==> src/icache_pkg.sv <==
package icache_pkg;

    // bus and fetch widths
    localparam int ADDR_W  = 32;
    localparam int BEAT_W  = 64;     // one R beat
    localparam int INSTR_W = 32;

    // direct-mapped geometry, 16 sets of 32-byte lines
    localparam int NUM_SETS = 16;
    localparam int BEATS    = 4;     // beats per line
    localparam int INDEX_W  = 4;
    localparam int TAG_W    = 23;    // ADDR_W - INDEX_W - 5 offset bits

    // fetch address, seen as a bus word or split for the lookup
    typedef union packed {
        logic [ADDR_W-1:0] raw;      // bus address view
        struct packed {
            logic [TAG_W-1:0]   tag;
            logic [INDEX_W-1:0] index;
            logic [1:0]         beat;      // beat within the line
            logic               word;      // upper or lower half of the beat
            logic [1:0]         byte_off;  // must be zero for a fetch
        } f;
    } fetch_addr_u;

    // R channel response codes
    localparam logic [1:0] AXI_RESP_OKAY = 2'b00;

endpackage

==> src/icache_req_decode.sv <==
module icache_req_decode (
    input  logic                                 clock,
    input  logic                                 reset,
    input  logic                                 fetch_valid_i,
    input  logic [icache_pkg::ADDR_W-1:0]        fetch_addr_i,
    output logic                                 fetch_ready_o,
    output logic                                 req_valid_o,
    output icache_pkg::fetch_addr_u              req_addr_o,
    output logic                                 req_misaligned_o,
    input  logic                                 req_take_i
);

    logic                    full_q;       // one request held
    logic                    alive_q;      // first cycle after reset passed
    logic                    accept;
    icache_pkg::fetch_addr_u addr_d;

    assign addr_d.raw = fetch_addr_i;

    // room when empty, or when the held entry leaves this cycle
    assign fetch_ready_o = alive_q && (!full_q || req_take_i);
    assign accept        = fetch_valid_i && fetch_ready_o;

    always_ff @(posedge clock or negedge reset) begin
        if (!reset) begin
            full_q  <= 1'b0;
            alive_q <= 1'b0;
        end else begin
            alive_q <= 1'b1;
            if (accept)
                full_q <= 1'b1;
            else if (req_take_i)
                full_q <= 1'b0;    // taken, nothing new
        end
    end

    // payload, no reset needed
    always_ff @(posedge clock) begin
        if (accept) begin
            req_addr_o       <= addr_d;
            req_misaligned_o <= |addr_d.f.byte_off;   // not word aligned
        end
    end

    assign req_valid_o = full_q;

endmodule

==> src/icache_line_store.sv <==
module icache_line_store (
    input  logic                                          clock,
    input  logic                                          reset,
    input  logic                                          flush_i,
    input  logic [icache_pkg::INDEX_W-1:0]                rd_index_i,
    output logic                                          rd_valid_o,
    output logic [icache_pkg::TAG_W-1:0]                  rd_tag_o,
    output logic [icache_pkg::BEATS-1:0][icache_pkg::BEAT_W-1:0] rd_data_o,
    input  logic                                          wr_en_i,
    input  logic [icache_pkg::INDEX_W-1:0]                wr_index_i,
    input  logic [$clog2(icache_pkg::BEATS)-1:0]          wr_beat_i,
    input  logic [icache_pkg::BEAT_W-1:0]                 wr_data_i,
    input  logic [icache_pkg::TAG_W-1:0]                  wr_tag_i,
    input  logic                                          set_valid_i
);

    logic [icache_pkg::NUM_SETS-1:0] valid_q;
    logic [icache_pkg::TAG_W-1:0]    tag_q  [icache_pkg::NUM_SETS];
    logic [icache_pkg::BEATS-1:0][icache_pkg::BEAT_W-1:0] data_q [icache_pkg::NUM_SETS];

    // valid bits
    // set_valid comes with the last beat, so it wins over the beat write
    always_ff @(posedge clock or negedge reset) begin
        if (!reset)
            valid_q <= '0;
        else if (flush_i)
            valid_q <= '0;                    // fence.i
        else if (set_valid_i)
            valid_q[wr_index_i] <= 1'b1;
        else if (wr_en_i)
            valid_q[wr_index_i] <= 1'b0;      // line half written
    end

    // tag and data arrays
    always_ff @(posedge clock) begin
        if (wr_en_i)
            data_q[wr_index_i][wr_beat_i] <= wr_data_i;
        if (set_valid_i)
            tag_q[wr_index_i] <= wr_tag_i;
    end

    // combinational read of the whole set
    assign rd_valid_o = valid_q[rd_index_i];
    assign rd_tag_o   = tag_q[rd_index_i];
    assign rd_data_o  = data_q[rd_index_i];

endmodule

==> src/icache_refill_axi.sv <==
module icache_refill_axi (
    input  logic                                 clock,
    input  logic                                 reset,
    input  logic                                 start_i,
    input  logic [icache_pkg::ADDR_W-1:0]        line_addr_i,
    output logic                                 busy_o,
    output logic                                 ar_valid_o,
    input  logic                                 ar_ready_i,
    output logic [icache_pkg::ADDR_W-1:0]        ar_addr_o,
    input  logic                                 r_valid_i,
    output logic                                 r_ready_o,
    input  logic [icache_pkg::BEAT_W-1:0]        r_data_i,
    input  logic [1:0]                           r_resp_i,
    input  logic                                 r_last_i,
    output logic                                 beat_valid_o,
    output logic [$clog2(icache_pkg::BEATS)-1:0] beat_num_o,
    output logic [icache_pkg::BEAT_W-1:0]        beat_data_o,
    output logic                                 done_o,
    output logic                                 error_o
);

    localparam logic [1:0] ST_IDLE    = 2'b00;
    localparam logic [1:0] ST_AR_WAIT = 2'b01;
    localparam logic [1:0] ST_R_WAIT  = 2'b11;

    logic [1:0]                           state_q;
    logic [1:0]                           state_d;
    logic [icache_pkg::ADDR_W-1:0]        addr_q;
    logic [$clog2(icache_pkg::BEATS)-1:0] cnt_q;    // beat counter
    logic                                 err_q;    // sticky over the burst

    always_comb begin
        state_d = state_q;
        case (state_q)
            ST_IDLE:    if (start_i) state_d = ST_AR_WAIT;
            ST_AR_WAIT: if (ar_ready_i) state_d = ST_R_WAIT;
            ST_R_WAIT:  if (done_o) state_d = ST_IDLE;
            default:    state_d = ST_IDLE;
        endcase
    end

    always_ff @(posedge clock or negedge reset) begin
        if (!reset) begin
            state_q <= ST_IDLE;
            cnt_q   <= '0;
            err_q   <= 1'b0;
        end else begin
            state_q <= state_d;
            if (start_i && state_q == ST_IDLE) begin
                cnt_q <= '0;
                err_q <= 1'b0;
            end else if (beat_valid_o) begin
                cnt_q <= cnt_q + 1'b1;
                err_q <= error_o;
            end
        end
    end

    // line base, held for the whole burst
    always_ff @(posedge clock) begin
        if (start_i && state_q == ST_IDLE)
            addr_q <= line_addr_i;
    end

    assign ar_valid_o = state_q == ST_AR_WAIT;
    assign ar_addr_o  = addr_q;
    assign r_ready_o  = state_q == ST_R_WAIT;   // only while waiting for data
    assign busy_o     = state_q != ST_IDLE;

    // beat report towards the controller
    assign beat_valid_o = r_valid_i && r_ready_o;
    assign beat_num_o   = cnt_q;
    assign beat_data_o  = r_data_i;
    assign done_o       = beat_valid_o && r_last_i;
    assign error_o      = err_q || (beat_valid_o && r_resp_i != icache_pkg::AXI_RESP_OKAY);

endmodule

==> src/icache_ctrl.sv <==
module icache_ctrl (
    input  logic                                 clock,
    input  logic                                 reset,
    input  logic                                 flush_i,
    input  logic                                 req_valid_i,
    input  icache_pkg::fetch_addr_u              req_addr_i,
    input  logic                                 req_misaligned_i,
    output logic                                 req_take_o,
    output logic                                 store_flush_o,
    output logic [icache_pkg::INDEX_W-1:0]       store_index_o,
    input  logic                                 store_rd_valid_i,
    input  logic [icache_pkg::TAG_W-1:0]         store_rd_tag_i,
    input  logic [icache_pkg::BEATS-1:0][icache_pkg::BEAT_W-1:0] store_rd_data_i,
    output logic                                 store_wr_en_o,
    output logic [$clog2(icache_pkg::BEATS)-1:0] store_wr_beat_o,
    output logic [icache_pkg::BEAT_W-1:0]        store_wr_data_o,
    output logic [icache_pkg::TAG_W-1:0]         store_wr_tag_o,
    output logic                                 store_set_valid_o,
    output logic                                 refill_start_o,
    output logic [icache_pkg::ADDR_W-1:0]        refill_addr_o,
    input  logic                                 refill_busy_i,
    input  logic                                 beat_valid_i,
    input  logic [$clog2(icache_pkg::BEATS)-1:0] beat_num_i,
    input  logic [icache_pkg::BEAT_W-1:0]        beat_data_i,
    input  logic                                 refill_done_i,
    input  logic                                 refill_error_i,
    output logic                                 resp_load_o,
    output logic [icache_pkg::BEAT_W-1:0]        resp_beat_o,
    output logic                                 resp_word_o,
    output logic                                 resp_error_o,
    input  logic                                 resp_busy_i
);

    localparam logic [1:0] S_IDLE   = 2'b00;
    localparam logic [1:0] S_LOOKUP = 2'b01;
    localparam logic [1:0] S_REFILL = 2'b11;
    localparam logic [1:0] S_RESP   = 2'b10;   // deliver the refilled beat

    logic [1:0]              state_q;
    logic                    flush_pend_q;
    icache_pkg::fetch_addr_u addr_q;          // request under work
    icache_pkg::fetch_addr_u line_base;
    logic                    mis_q;
    logic                    err_q;
    logic [icache_pkg::BEAT_W-1:0] want_q;    // wanted beat seen in the burst
    logic                    hit;
    logic                    lookup_done;

    assign hit         = store_rd_valid_i && store_rd_tag_i == addr_q.f.tag;
    assign req_take_o  = state_q == S_IDLE && req_valid_i && !resp_busy_i;
    assign lookup_done = state_q == S_LOOKUP && !resp_busy_i && (mis_q || hit);

    always_comb begin
        line_base            = addr_q;
        line_base.f.beat     = '0;
        line_base.f.word     = 1'b0;
        line_base.f.byte_off = '0;
    end

    // refill launch, no fetch for a misaligned request
    assign refill_start_o = state_q == S_LOOKUP && !mis_q && !hit;
    assign refill_addr_o  = line_base.raw;

    // line store writes follow the R beats
    assign store_index_o     = addr_q.f.index;
    assign store_wr_en_o     = beat_valid_i;
    assign store_wr_beat_o   = beat_num_i;
    assign store_wr_data_o   = beat_data_i;
    assign store_wr_tag_o    = addr_q.f.tag;
    assign store_set_valid_o = refill_done_i && !refill_error_i;   // bad line stays invalid
    assign store_flush_o     = (flush_i || flush_pend_q) && !refill_busy_i;

    assign resp_load_o  = lookup_done || (state_q == S_RESP && !resp_busy_i);
    assign resp_beat_o  = state_q == S_RESP ? want_q : store_rd_data_i[addr_q.f.beat];
    assign resp_word_o  = addr_q.f.word;
    assign resp_error_o = state_q == S_RESP ? err_q : mis_q;

    always_ff @(posedge clock or negedge reset) begin
        if (!reset) begin
            state_q      <= S_IDLE;
            flush_pend_q <= 1'b0;
        end else begin
            case (state_q)
                S_IDLE:   if (req_take_o) state_q <= S_LOOKUP;
                S_LOOKUP: begin
                    if (lookup_done)
                        state_q <= S_IDLE;
                    else if (refill_start_o)
                        state_q <= S_REFILL;
                end
                S_REFILL: if (refill_done_i) state_q <= S_RESP;
                default:  if (!resp_busy_i) state_q <= S_IDLE;
            endcase
            flush_pend_q <= (flush_i || flush_pend_q) && !store_flush_o;  // held over a refill
        end
    end

    always_ff @(posedge clock) begin
        if (req_take_o) begin
            addr_q <= req_addr_i;
            mis_q  <= req_misaligned_i;
        end
        if (beat_valid_i && beat_num_i == addr_q.f.beat)
            want_q <= beat_data_i;
        if (refill_done_i)
            err_q <= refill_error_i;
    end

endmodule

==> src/icache_resp.sv <==
module icache_resp (
    input  logic                           clock,
    input  logic                           reset,
    input  logic                           load_i,
    input  logic [icache_pkg::BEAT_W-1:0]  beat_i,
    input  logic                           word_i,
    input  logic                           error_i,
    output logic                           busy_o,
    output logic                           resp_valid_o,
    input  logic                           resp_ready_i,
    output logic [icache_pkg::INSTR_W-1:0] resp_instr_o,
    output logic                           resp_error_o
);

    logic [icache_pkg::INSTR_W-1:0] half;

    // pick the 32-bit half, zero on error
    always_comb begin
        half = word_i ? beat_i[icache_pkg::BEAT_W-1:icache_pkg::INSTR_W]
                      : beat_i[icache_pkg::INSTR_W-1:0];
        if (error_i)
            half = '0;
    end

    // a held response frees up in the cycle it is taken
    assign busy_o = resp_valid_o && !resp_ready_i;

    always_ff @(posedge clock or negedge reset) begin
        if (!reset)
            resp_valid_o <= 1'b0;
        else if (load_i)
            resp_valid_o <= 1'b1;
        else if (resp_ready_i)
            resp_valid_o <= 1'b0;   // handshake done
    end

    always_ff @(posedge clock) begin
        if (load_i) begin
            resp_instr_o <= half;
            resp_error_o <= error_i;
        end
    end

endmodule

==> src/icache_top.sv <==
module icache_top (
    input  logic                           clock,
    input  logic                           reset,
    input  logic                           flush_i,
    input  logic                           fetch_valid_i,
    input  logic [icache_pkg::ADDR_W-1:0]  fetch_addr_i,
    output logic                           fetch_ready_o,
    output logic                           resp_valid_o,
    input  logic                           resp_ready_i,
    output logic [icache_pkg::INSTR_W-1:0] resp_instr_o,
    output logic                           resp_error_o,
    output logic                           ar_valid_o,
    input  logic                           ar_ready_i,
    output logic [icache_pkg::ADDR_W-1:0]  ar_addr_o,
    input  logic                           r_valid_i,
    output logic                           r_ready_o,
    input  logic [icache_pkg::BEAT_W-1:0]  r_data_i,
    input  logic [1:0]                     r_resp_i,
    input  logic                           r_last_i
);

    // decode to ctrl
    logic                    req_valid, req_mis, req_take;
    icache_pkg::fetch_addr_u req_addr;

    // ctrl to line store
    logic                                 st_flush, st_rd_valid, st_wr_en, st_set_valid;
    logic [icache_pkg::INDEX_W-1:0]       st_index;
    logic [icache_pkg::TAG_W-1:0]         st_rd_tag, st_wr_tag;
    logic [icache_pkg::BEATS-1:0][icache_pkg::BEAT_W-1:0] st_rd_data;
    logic [$clog2(icache_pkg::BEATS)-1:0] st_wr_beat;
    logic [icache_pkg::BEAT_W-1:0]        st_wr_data;

    // ctrl and refill master
    logic                                 rf_start, rf_busy, rf_beat, rf_done, rf_err;
    logic [icache_pkg::ADDR_W-1:0]        rf_addr;
    logic [$clog2(icache_pkg::BEATS)-1:0] rf_num;
    logic [icache_pkg::BEAT_W-1:0]        rf_data;

    // ctrl to response stage
    logic                          rs_load, rs_word, rs_err, rs_busy;
    logic [icache_pkg::BEAT_W-1:0] rs_beat;

    icache_req_decode req_decode_i (
        .clock, .reset, .fetch_valid_i, .fetch_addr_i, .fetch_ready_o,
        .req_valid_o(req_valid), .req_addr_o(req_addr), .req_misaligned_o(req_mis),
        .req_take_i(req_take));

    icache_line_store line_store_i (
        .clock, .reset, .flush_i(st_flush), .rd_index_i(st_index),
        .rd_valid_o(st_rd_valid), .rd_tag_o(st_rd_tag), .rd_data_o(st_rd_data),
        .wr_en_i(st_wr_en), .wr_index_i(st_index), .wr_beat_i(st_wr_beat),
        .wr_data_i(st_wr_data), .wr_tag_i(st_wr_tag), .set_valid_i(st_set_valid));

    icache_refill_axi refill_i (
        .clock, .reset, .start_i(rf_start), .line_addr_i(rf_addr), .busy_o(rf_busy),
        .ar_valid_o, .ar_ready_i, .ar_addr_o, .r_valid_i, .r_ready_o, .r_data_i,
        .r_resp_i, .r_last_i, .beat_valid_o(rf_beat), .beat_num_o(rf_num),
        .beat_data_o(rf_data), .done_o(rf_done), .error_o(rf_err));

    icache_ctrl ctrl_i (
        .clock, .reset, .flush_i, .req_valid_i(req_valid), .req_addr_i(req_addr),
        .req_misaligned_i(req_mis), .req_take_o(req_take), .store_flush_o(st_flush),
        .store_index_o(st_index), .store_rd_valid_i(st_rd_valid), .store_rd_tag_i(st_rd_tag),
        .store_rd_data_i(st_rd_data), .store_wr_en_o(st_wr_en), .store_wr_beat_o(st_wr_beat),
        .store_wr_data_o(st_wr_data), .store_wr_tag_o(st_wr_tag),
        .store_set_valid_o(st_set_valid), .refill_start_o(rf_start), .refill_addr_o(rf_addr),
        .refill_busy_i(rf_busy), .beat_valid_i(rf_beat), .beat_num_i(rf_num),
        .beat_data_i(rf_data), .refill_done_i(rf_done), .refill_error_i(rf_err),
        .resp_load_o(rs_load), .resp_beat_o(rs_beat), .resp_word_o(rs_word),
        .resp_error_o(rs_err), .resp_busy_i(rs_busy));

    icache_resp resp_i (
        .clock, .reset, .load_i(rs_load), .beat_i(rs_beat), .word_i(rs_word),
        .error_i(rs_err), .busy_o(rs_busy), .resp_valid_o, .resp_ready_i,
        .resp_instr_o, .resp_error_o);

endmodule

==> config.mk <==
export PLATFORM = sky130hd
export DESIGN_NAME = icache_top
export DESIGN_NICKNAME = d
export VERILOG_FILES = /design/src/icache_pkg.sv /design/src/icache_req_decode.sv /design/src/icache_line_store.sv /design/src/icache_refill_axi.sv /design/src/icache_ctrl.sv /design/src/icache_resp.sv /design/src/icache_top.sv
export SDC_FILE = /design/constraint.sdc
export NUM_CORES = 2
export LEC_CHECK = 0
export ABC_CLOCK_PERIOD_IN_PS = 5900
export BUFFER_PORTS_ARGS = -buffer_cell sky130_fd_sc_hd__buf_2
export CORE_ASPECT_RATIO = 1.5
export CORE_MARGIN = 4
export CORE_UTILIZATION = 44
export DETAILED_ROUTE_END_ITERATION = 10
export PLACE_DENSITY = 0.64
export SLEW_MARGIN = 20
export SYNTH_ARGS = -nofsm -noshare
export SYNTH_HDL_FRONTEND = slang
export SYNTH_MEMORY_MAX_BITS = 65536
export SYNTH_SLANG_ARGS = --single-unit
==> constraint.sdc <==
create_clock -name clock -period 5.9 [get_ports clock]
set_input_delay 0.59 -clock clock [delete_from_list [all_inputs] [get_ports clock]]
set_output_delay 0.59 -clock clock [all_outputs]
set_load 0.03 [all_outputs]
* Word-level counts from Yosys, hierarchy flattened
Memory sizes are Yosys's and may differ from the RTL's. A register that Yosys moved wholly into a read port is not among the register bits.
Cells that the tools add are included.
** Cells by class
- Bitwise logic cells :: 3
- Add/sub/neg operators :: 1
- Equality and inequality tests :: 14
- Reduce and logical (&&, ||, !) cells :: 45
- Multiplexer cells :: 38
- Magnitude comparators :: 5
** Operators with widths (count)
- 2-to-1 mux 256 bit :: 1
- 2-to-1 mux 64 bit :: 3
- binary-select mux 64 bit (select 2 bit) :: 1
- demux 64 bit (select 2 bit) :: 1
- 2-to-1 mux 16 bit :: 3
- 2-to-1 mux 32 bit :: 1
- equality test 23 bit :: 1
- logical AND 1 bit :: 21
- 2-to-1 mux 2 bit :: 10
- AND 16 bit :: 1
- inverter 16 bit :: 1
- OR 16 bit :: 1
- 2-to-1 mux 1 bit :: 12
- case mux 2 bit (3 select lines) :: 2
- nonzero test 2 bit :: 5
- logical NOT 1 bit :: 8
- 2-to-1 mux 4 bit :: 2
- inequality test 2 x 1 -> 1 bit (second input constant) :: 4
- equality test 2 bit (second input constant) :: 3
- less-than comparator 2 x 3 -> 1 bit (second input constant) :: 2
- logical OR 1 bit :: 5
- less-than comparator 4 x 5 -> 1 bit (second input constant) :: 1
- binary-select mux 1 bit (select 4 bit) :: 1
- demux 1 bit (select 4 bit) :: 1
- 13 further kinds :: 15
** Storage, ports and cells
- Word-level logic and storage cells :: 126
- Output and inout port bits :: 69
- Memories kept :: 2
- Flip-flop bits (word level) :: 218
- RAM bits :: 4464
- Input bits :: 106
** Memory list
- line_store_i.data_q :: depth 16, bits a word 256, read ports 1, clocked after memory_dff 1, wr ports 1, RTL line icache_line_store.sv:19 : logic [icache_pkg::BEATS-1:0][icache_pkg::BEAT_W-1:0] data_q [icache_pkg::NUM_SETS];
- line_store_i.tag_q :: depth 16, bits a word 23, read ports 1, clocked after memory_dff 1, wr ports 1, RTL line icache_line_store.sv:18 : logic [icache_pkg::TAG_W-1:0] tag_q [icache_pkg::NUM_SETS];

* Logic depth before layout (Yosys ltp)
- Depth after elaboration :: 9
- Mapped depth :: 13
- Mapped depth without buffers :: 8

* Cells and area by module
Synthesis repeated with hierarchy kept, for this count alone.
** Second synthesis, totals
- Cell total of the unflattened synthesis :: 7832
- Area, all modules :: 179393.3 sq um
** Modules (own cells, without submodules)
- icache_line_store :: cells each 7115, times used 1, area an instance 168359.0 sq um
- icache_ctrl :: cells each 446, times used 1, area an instance 6690.2 sq um
- icache_refill_axi :: cells each 122, times used 1, area an instance 1697.9 sq um
- icache_resp :: cells each 107, times used 1, area an instance 1551.5 sq um
- icache_req_decode :: cells each 42, times used 1, area an instance 1094.8 sq um

* Worst setup path before layout
Ideal clock, no wire load.
- Path kind :: register to register
- Start point :: register ctrl_i.addr_q[3] in the netlist's numbering
- End point :: register ctrl_i.want_q[0] in the netlist's numbering (enable)
- Arrival time :: 5.768 ns
- Period minus slack after synthesis :: 6.332 ns
- Stages on the path, launching flop included :: 5
- Library setup time :: 0.565 ns
- Path slack :: -0.432 ns
- Buffers on the path :: 2
- Path through :: edfxtp_1 clkbuf_1 buf_1 xor2_1 nor3_1
** Between the ends
- Longest elaborated chain between the ends :: 2
** RTL lines
- start: declaration :: RTL line icache_ctrl.sv:41 : icache_pkg::fetch_addr_u addr_q;
- start signal: assignment :: RTL line icache_ctrl.sv:100 : addr_q <= req_addr_i;
- equality test 2 bit :: RTL line icache_ctrl.sv:103 : if (beat_valid_i && beat_num_i == addr_q.f.beat)
- logical AND 1 bit :: RTL line icache_ctrl.sv:103
- end signal: assignment :: RTL line icache_ctrl.sv:104 : want_q <= beat_data_i;
- end: declaration :: RTL line icache_ctrl.sv:45 : logic [icache_pkg::BEAT_W-1:0] want_q;
Every way passes these cells.
A chain may end at the register's enable or synchronous reset.

==> reports/metrics.yaml <==
status: "finished with violations"
violations: "max-slew violations"
tritoncts_num_sinks: 4682
synth_top_area_share_pct: 78.7
antenna_found_initial: 54
path_max_fanout: 50
die_y_um: 786
path_clk_slew_ps: 60
fmax_mhz: 219
required_ps: 6560
place.gp.congestion: 0.796
power_frac_clock_pct: 30.2
yosysUniqueCellTypes: 55
combPwrFrac_pct: 27.4
rsz0062_at_grt: "no"
path_class: "flip-flop to flip-flop"
ios: 175
final_core_util_pct: 50.2
syn_area_um2: 178000
fin_nets: 7604
vias: 83600
synth.most_common_cell: "edfxtp_1"
start_kind: "flip-flop"
arrival_ps: 5230
yosys.area.top_type: "edfxtp_1"
tightestPinTransition_ps: 1510
cts.htree.levels: 5
post-route-period-util_pct: 77.5
min_period_ps: 4570
busiest_layer: "met2"
yosysSeqAreaShare_pct: 79.1
postCtsSetupRepairBufs: 0
timing.hold.worst.class: "primary input to flip-flop"
synthCells: 6974
slew_viol_final: 4
grt_pass1_vias: 83700
async_flop_share_pct: 0.577
power.density_nw_per_um2: 448
overflow: 0
start_util_pct: 44.2
row_count: 285
cts_root_buf: "clkbuf_16"
max-slew-margin-rel_pct: -0.395
grt_pass1_wl_mm: 705
finalWirelength_mm: 513
first_iter_violations: 12000
cts_buffer_depth: 4
drive_above_1_share_pct: 33.0
globalRouteMet1Util_pct: 31.1
drc: 0
hold_viol: 0
setup_viol: 0
synth-main-ff-cell: "edfxtp_1"
ys_warn_count: 0
routedWlPerCell_um: 38.9
p_int_mw: 64.7
synth_common_cells: "edfxtp_1 (4651), mux4_2 (1449), clkbuf_1 (174)"
die_w_um: 527
critPathCaptureType: "flip-flop"
p_sw_mw: 25.6
seqPwrFrac_pct: 42.5
use_met3_pct: 4.22
track_usage_pct: 24.7
synth_edf_count: 4651
cts_hold_buf: 35
power.static_leakage_nw: 61.7
routed_via_density: 6.34
ant_nets: 0
syn_area_per_cell_um2: 25.5
fin_setup_tns_ps: 0
dr.pass1.iters: 7
cts_buffers: 401
post-dp-hpwl_mm: 268
portBuffers: 169
ys_ff_latch: 4682
swShare_pct: 28.3
report.power.total_mw: 90.3
met2_usage_pct: 42.5
synth_area_leaders: "edfxtp_1 (79%), mux4_2 (18%), dfrtp_1 (0.38%)"
fp.dieArea_um2: 414000
coreArea_um2: 402000
cts_tree: "yes"
insertion_delay_ps: 970
peakVddDrop_mv: 0.411
fin_worst_skew_ps: 63.2
grt_max_degree: 154
syn_to_final_growth_pct: 13.5
cap_viol_max_count: 0
cts_resized: 0
## critical path, stage by stage (launching register included)
cell and delay, ps:
dfxtp_4 690, buf_12 270, buf_12 200, buf_12 350, mux4_2 570, mux4_2 520, mux4_2 760, mux4_2 570
nor2b_1 160
## cells in the final DEF (no fill, tap or decap), types with 27 or more instances in the layout
cell / n
nor2b_1: 43
dfrtp_1: 27
clkbuf_16: 406
clkinv_2: 86
nand2_1: 43
diode_2: 40
clkbuf_1: 70
mux2i_1: 66
nor2_4: 64
dlygate4sd3_1: 35
buf_4: 158
buf_12: 118
bufinv_16: 57
edfxtp_1: 4651
mux4_2: 1449
clkinv_1: 81
buf_2: 159
## through the flow
step                setup slack, ps  cells  hold WS (ps)  instance area (um2)
floorplan                       306   6978           294               178000
global placement               1160  12400           402               187000
detailed placement             1330  12400           405               188000
CTS                            1340  13100          29.6               201000
global route                   1220  13200          25.7               202000
finish                         1330  13200          29.1               202000
## cell type report
cell class / instances / area [um2]
antenna: 40 / 100
clock buffer: 477 / 10400
clock inverter: 264 / 2930
fill: 30800 / 200000
inverter: 25 / 101
multi-input combinational: 1908 / 36100
sequential: 4682 / 140000
tap: 5309 / 6640
timing repair buffer: 476 / 4840
## flip-flops by register name, summed over array words and instances (netlist names), 2 cells and up, named ones only
signal and flops:
req_decode_i.req_addr_o 30, resp_i.resp_instr_o 32, line_store_i.valid_q 16, ctrl_i.want_q 64, ctrl_i.state_q 2, refill_i.state_q 2
line_store_i.tag_q 368, refill_i.ar_addr_o 27, ctrl_i.addr_q 30, refill_i.beat_num_o 2, line_store_i.data_q 4096
## routing by layer
layer | share of wire, % | wire [um]
met5 | 0.026 | 133
met4 | 4.8 | 24500
met3 | 8.8 | 45300
met2 | 52 | 265000
met1 | 35 | 178000
## kinds of logic after synthesis
| logic type | Yosys count | synth area share, % |
|---|---|---|
| other | 2 | 0.00423 |
| XOR/XNOR | 33 | 0.163 |
| AND/OR/NAND/NOR | 240 | 0.633 |
| AO/OA/AOI/OAI | 101 | 0.381 |
| flip-flops | 4682 | 79.1 |
| multiplexers | 1524 | 18.8 |
| adder cells (fa/ha/maj) | 4 | 0.0282 |
| buffers and inverters | 388 | 0.905 |
## worst paths after layout
kind / start / to / slack, ps / cells past startpoint
setup reg to reg: flip-flop / resp_i.resp_instr_o[24] / 1330 / 8
hold reg to reg: req_decode_i.req_addr_o[18] / ctrl_i.addr_q[18] / 410 / 0
setup / recovery: flip-flop / resp_i.resp_instr_o[24] / 1330 / 8
hold / removal: r_data_i[6] / line_store_i.data_q[11][6] / 30 / 1
max in group asynchronous: reset / resp_i.resp_valid_o / 5100 / 2
min in group asynchronous: reset / line_store_i.valid_q[5] / 370 / 2
## power groups by stage
stage / Combinational, mW / Sequential (mW) / Clock, mW
finish: 24.7 / 38.3 / 27.2
global route: 25.9 / 38.4 / 28.9
CTS: 25.0 / 38.4 / 27.6
detailed placement: 25.0 / 39.1 / 0
global placement: 24.7 / 39.1 / 0
floorplan: 16.8 / 38.8 / 0
Note: power is estimated with default switching activity, not from simulation.
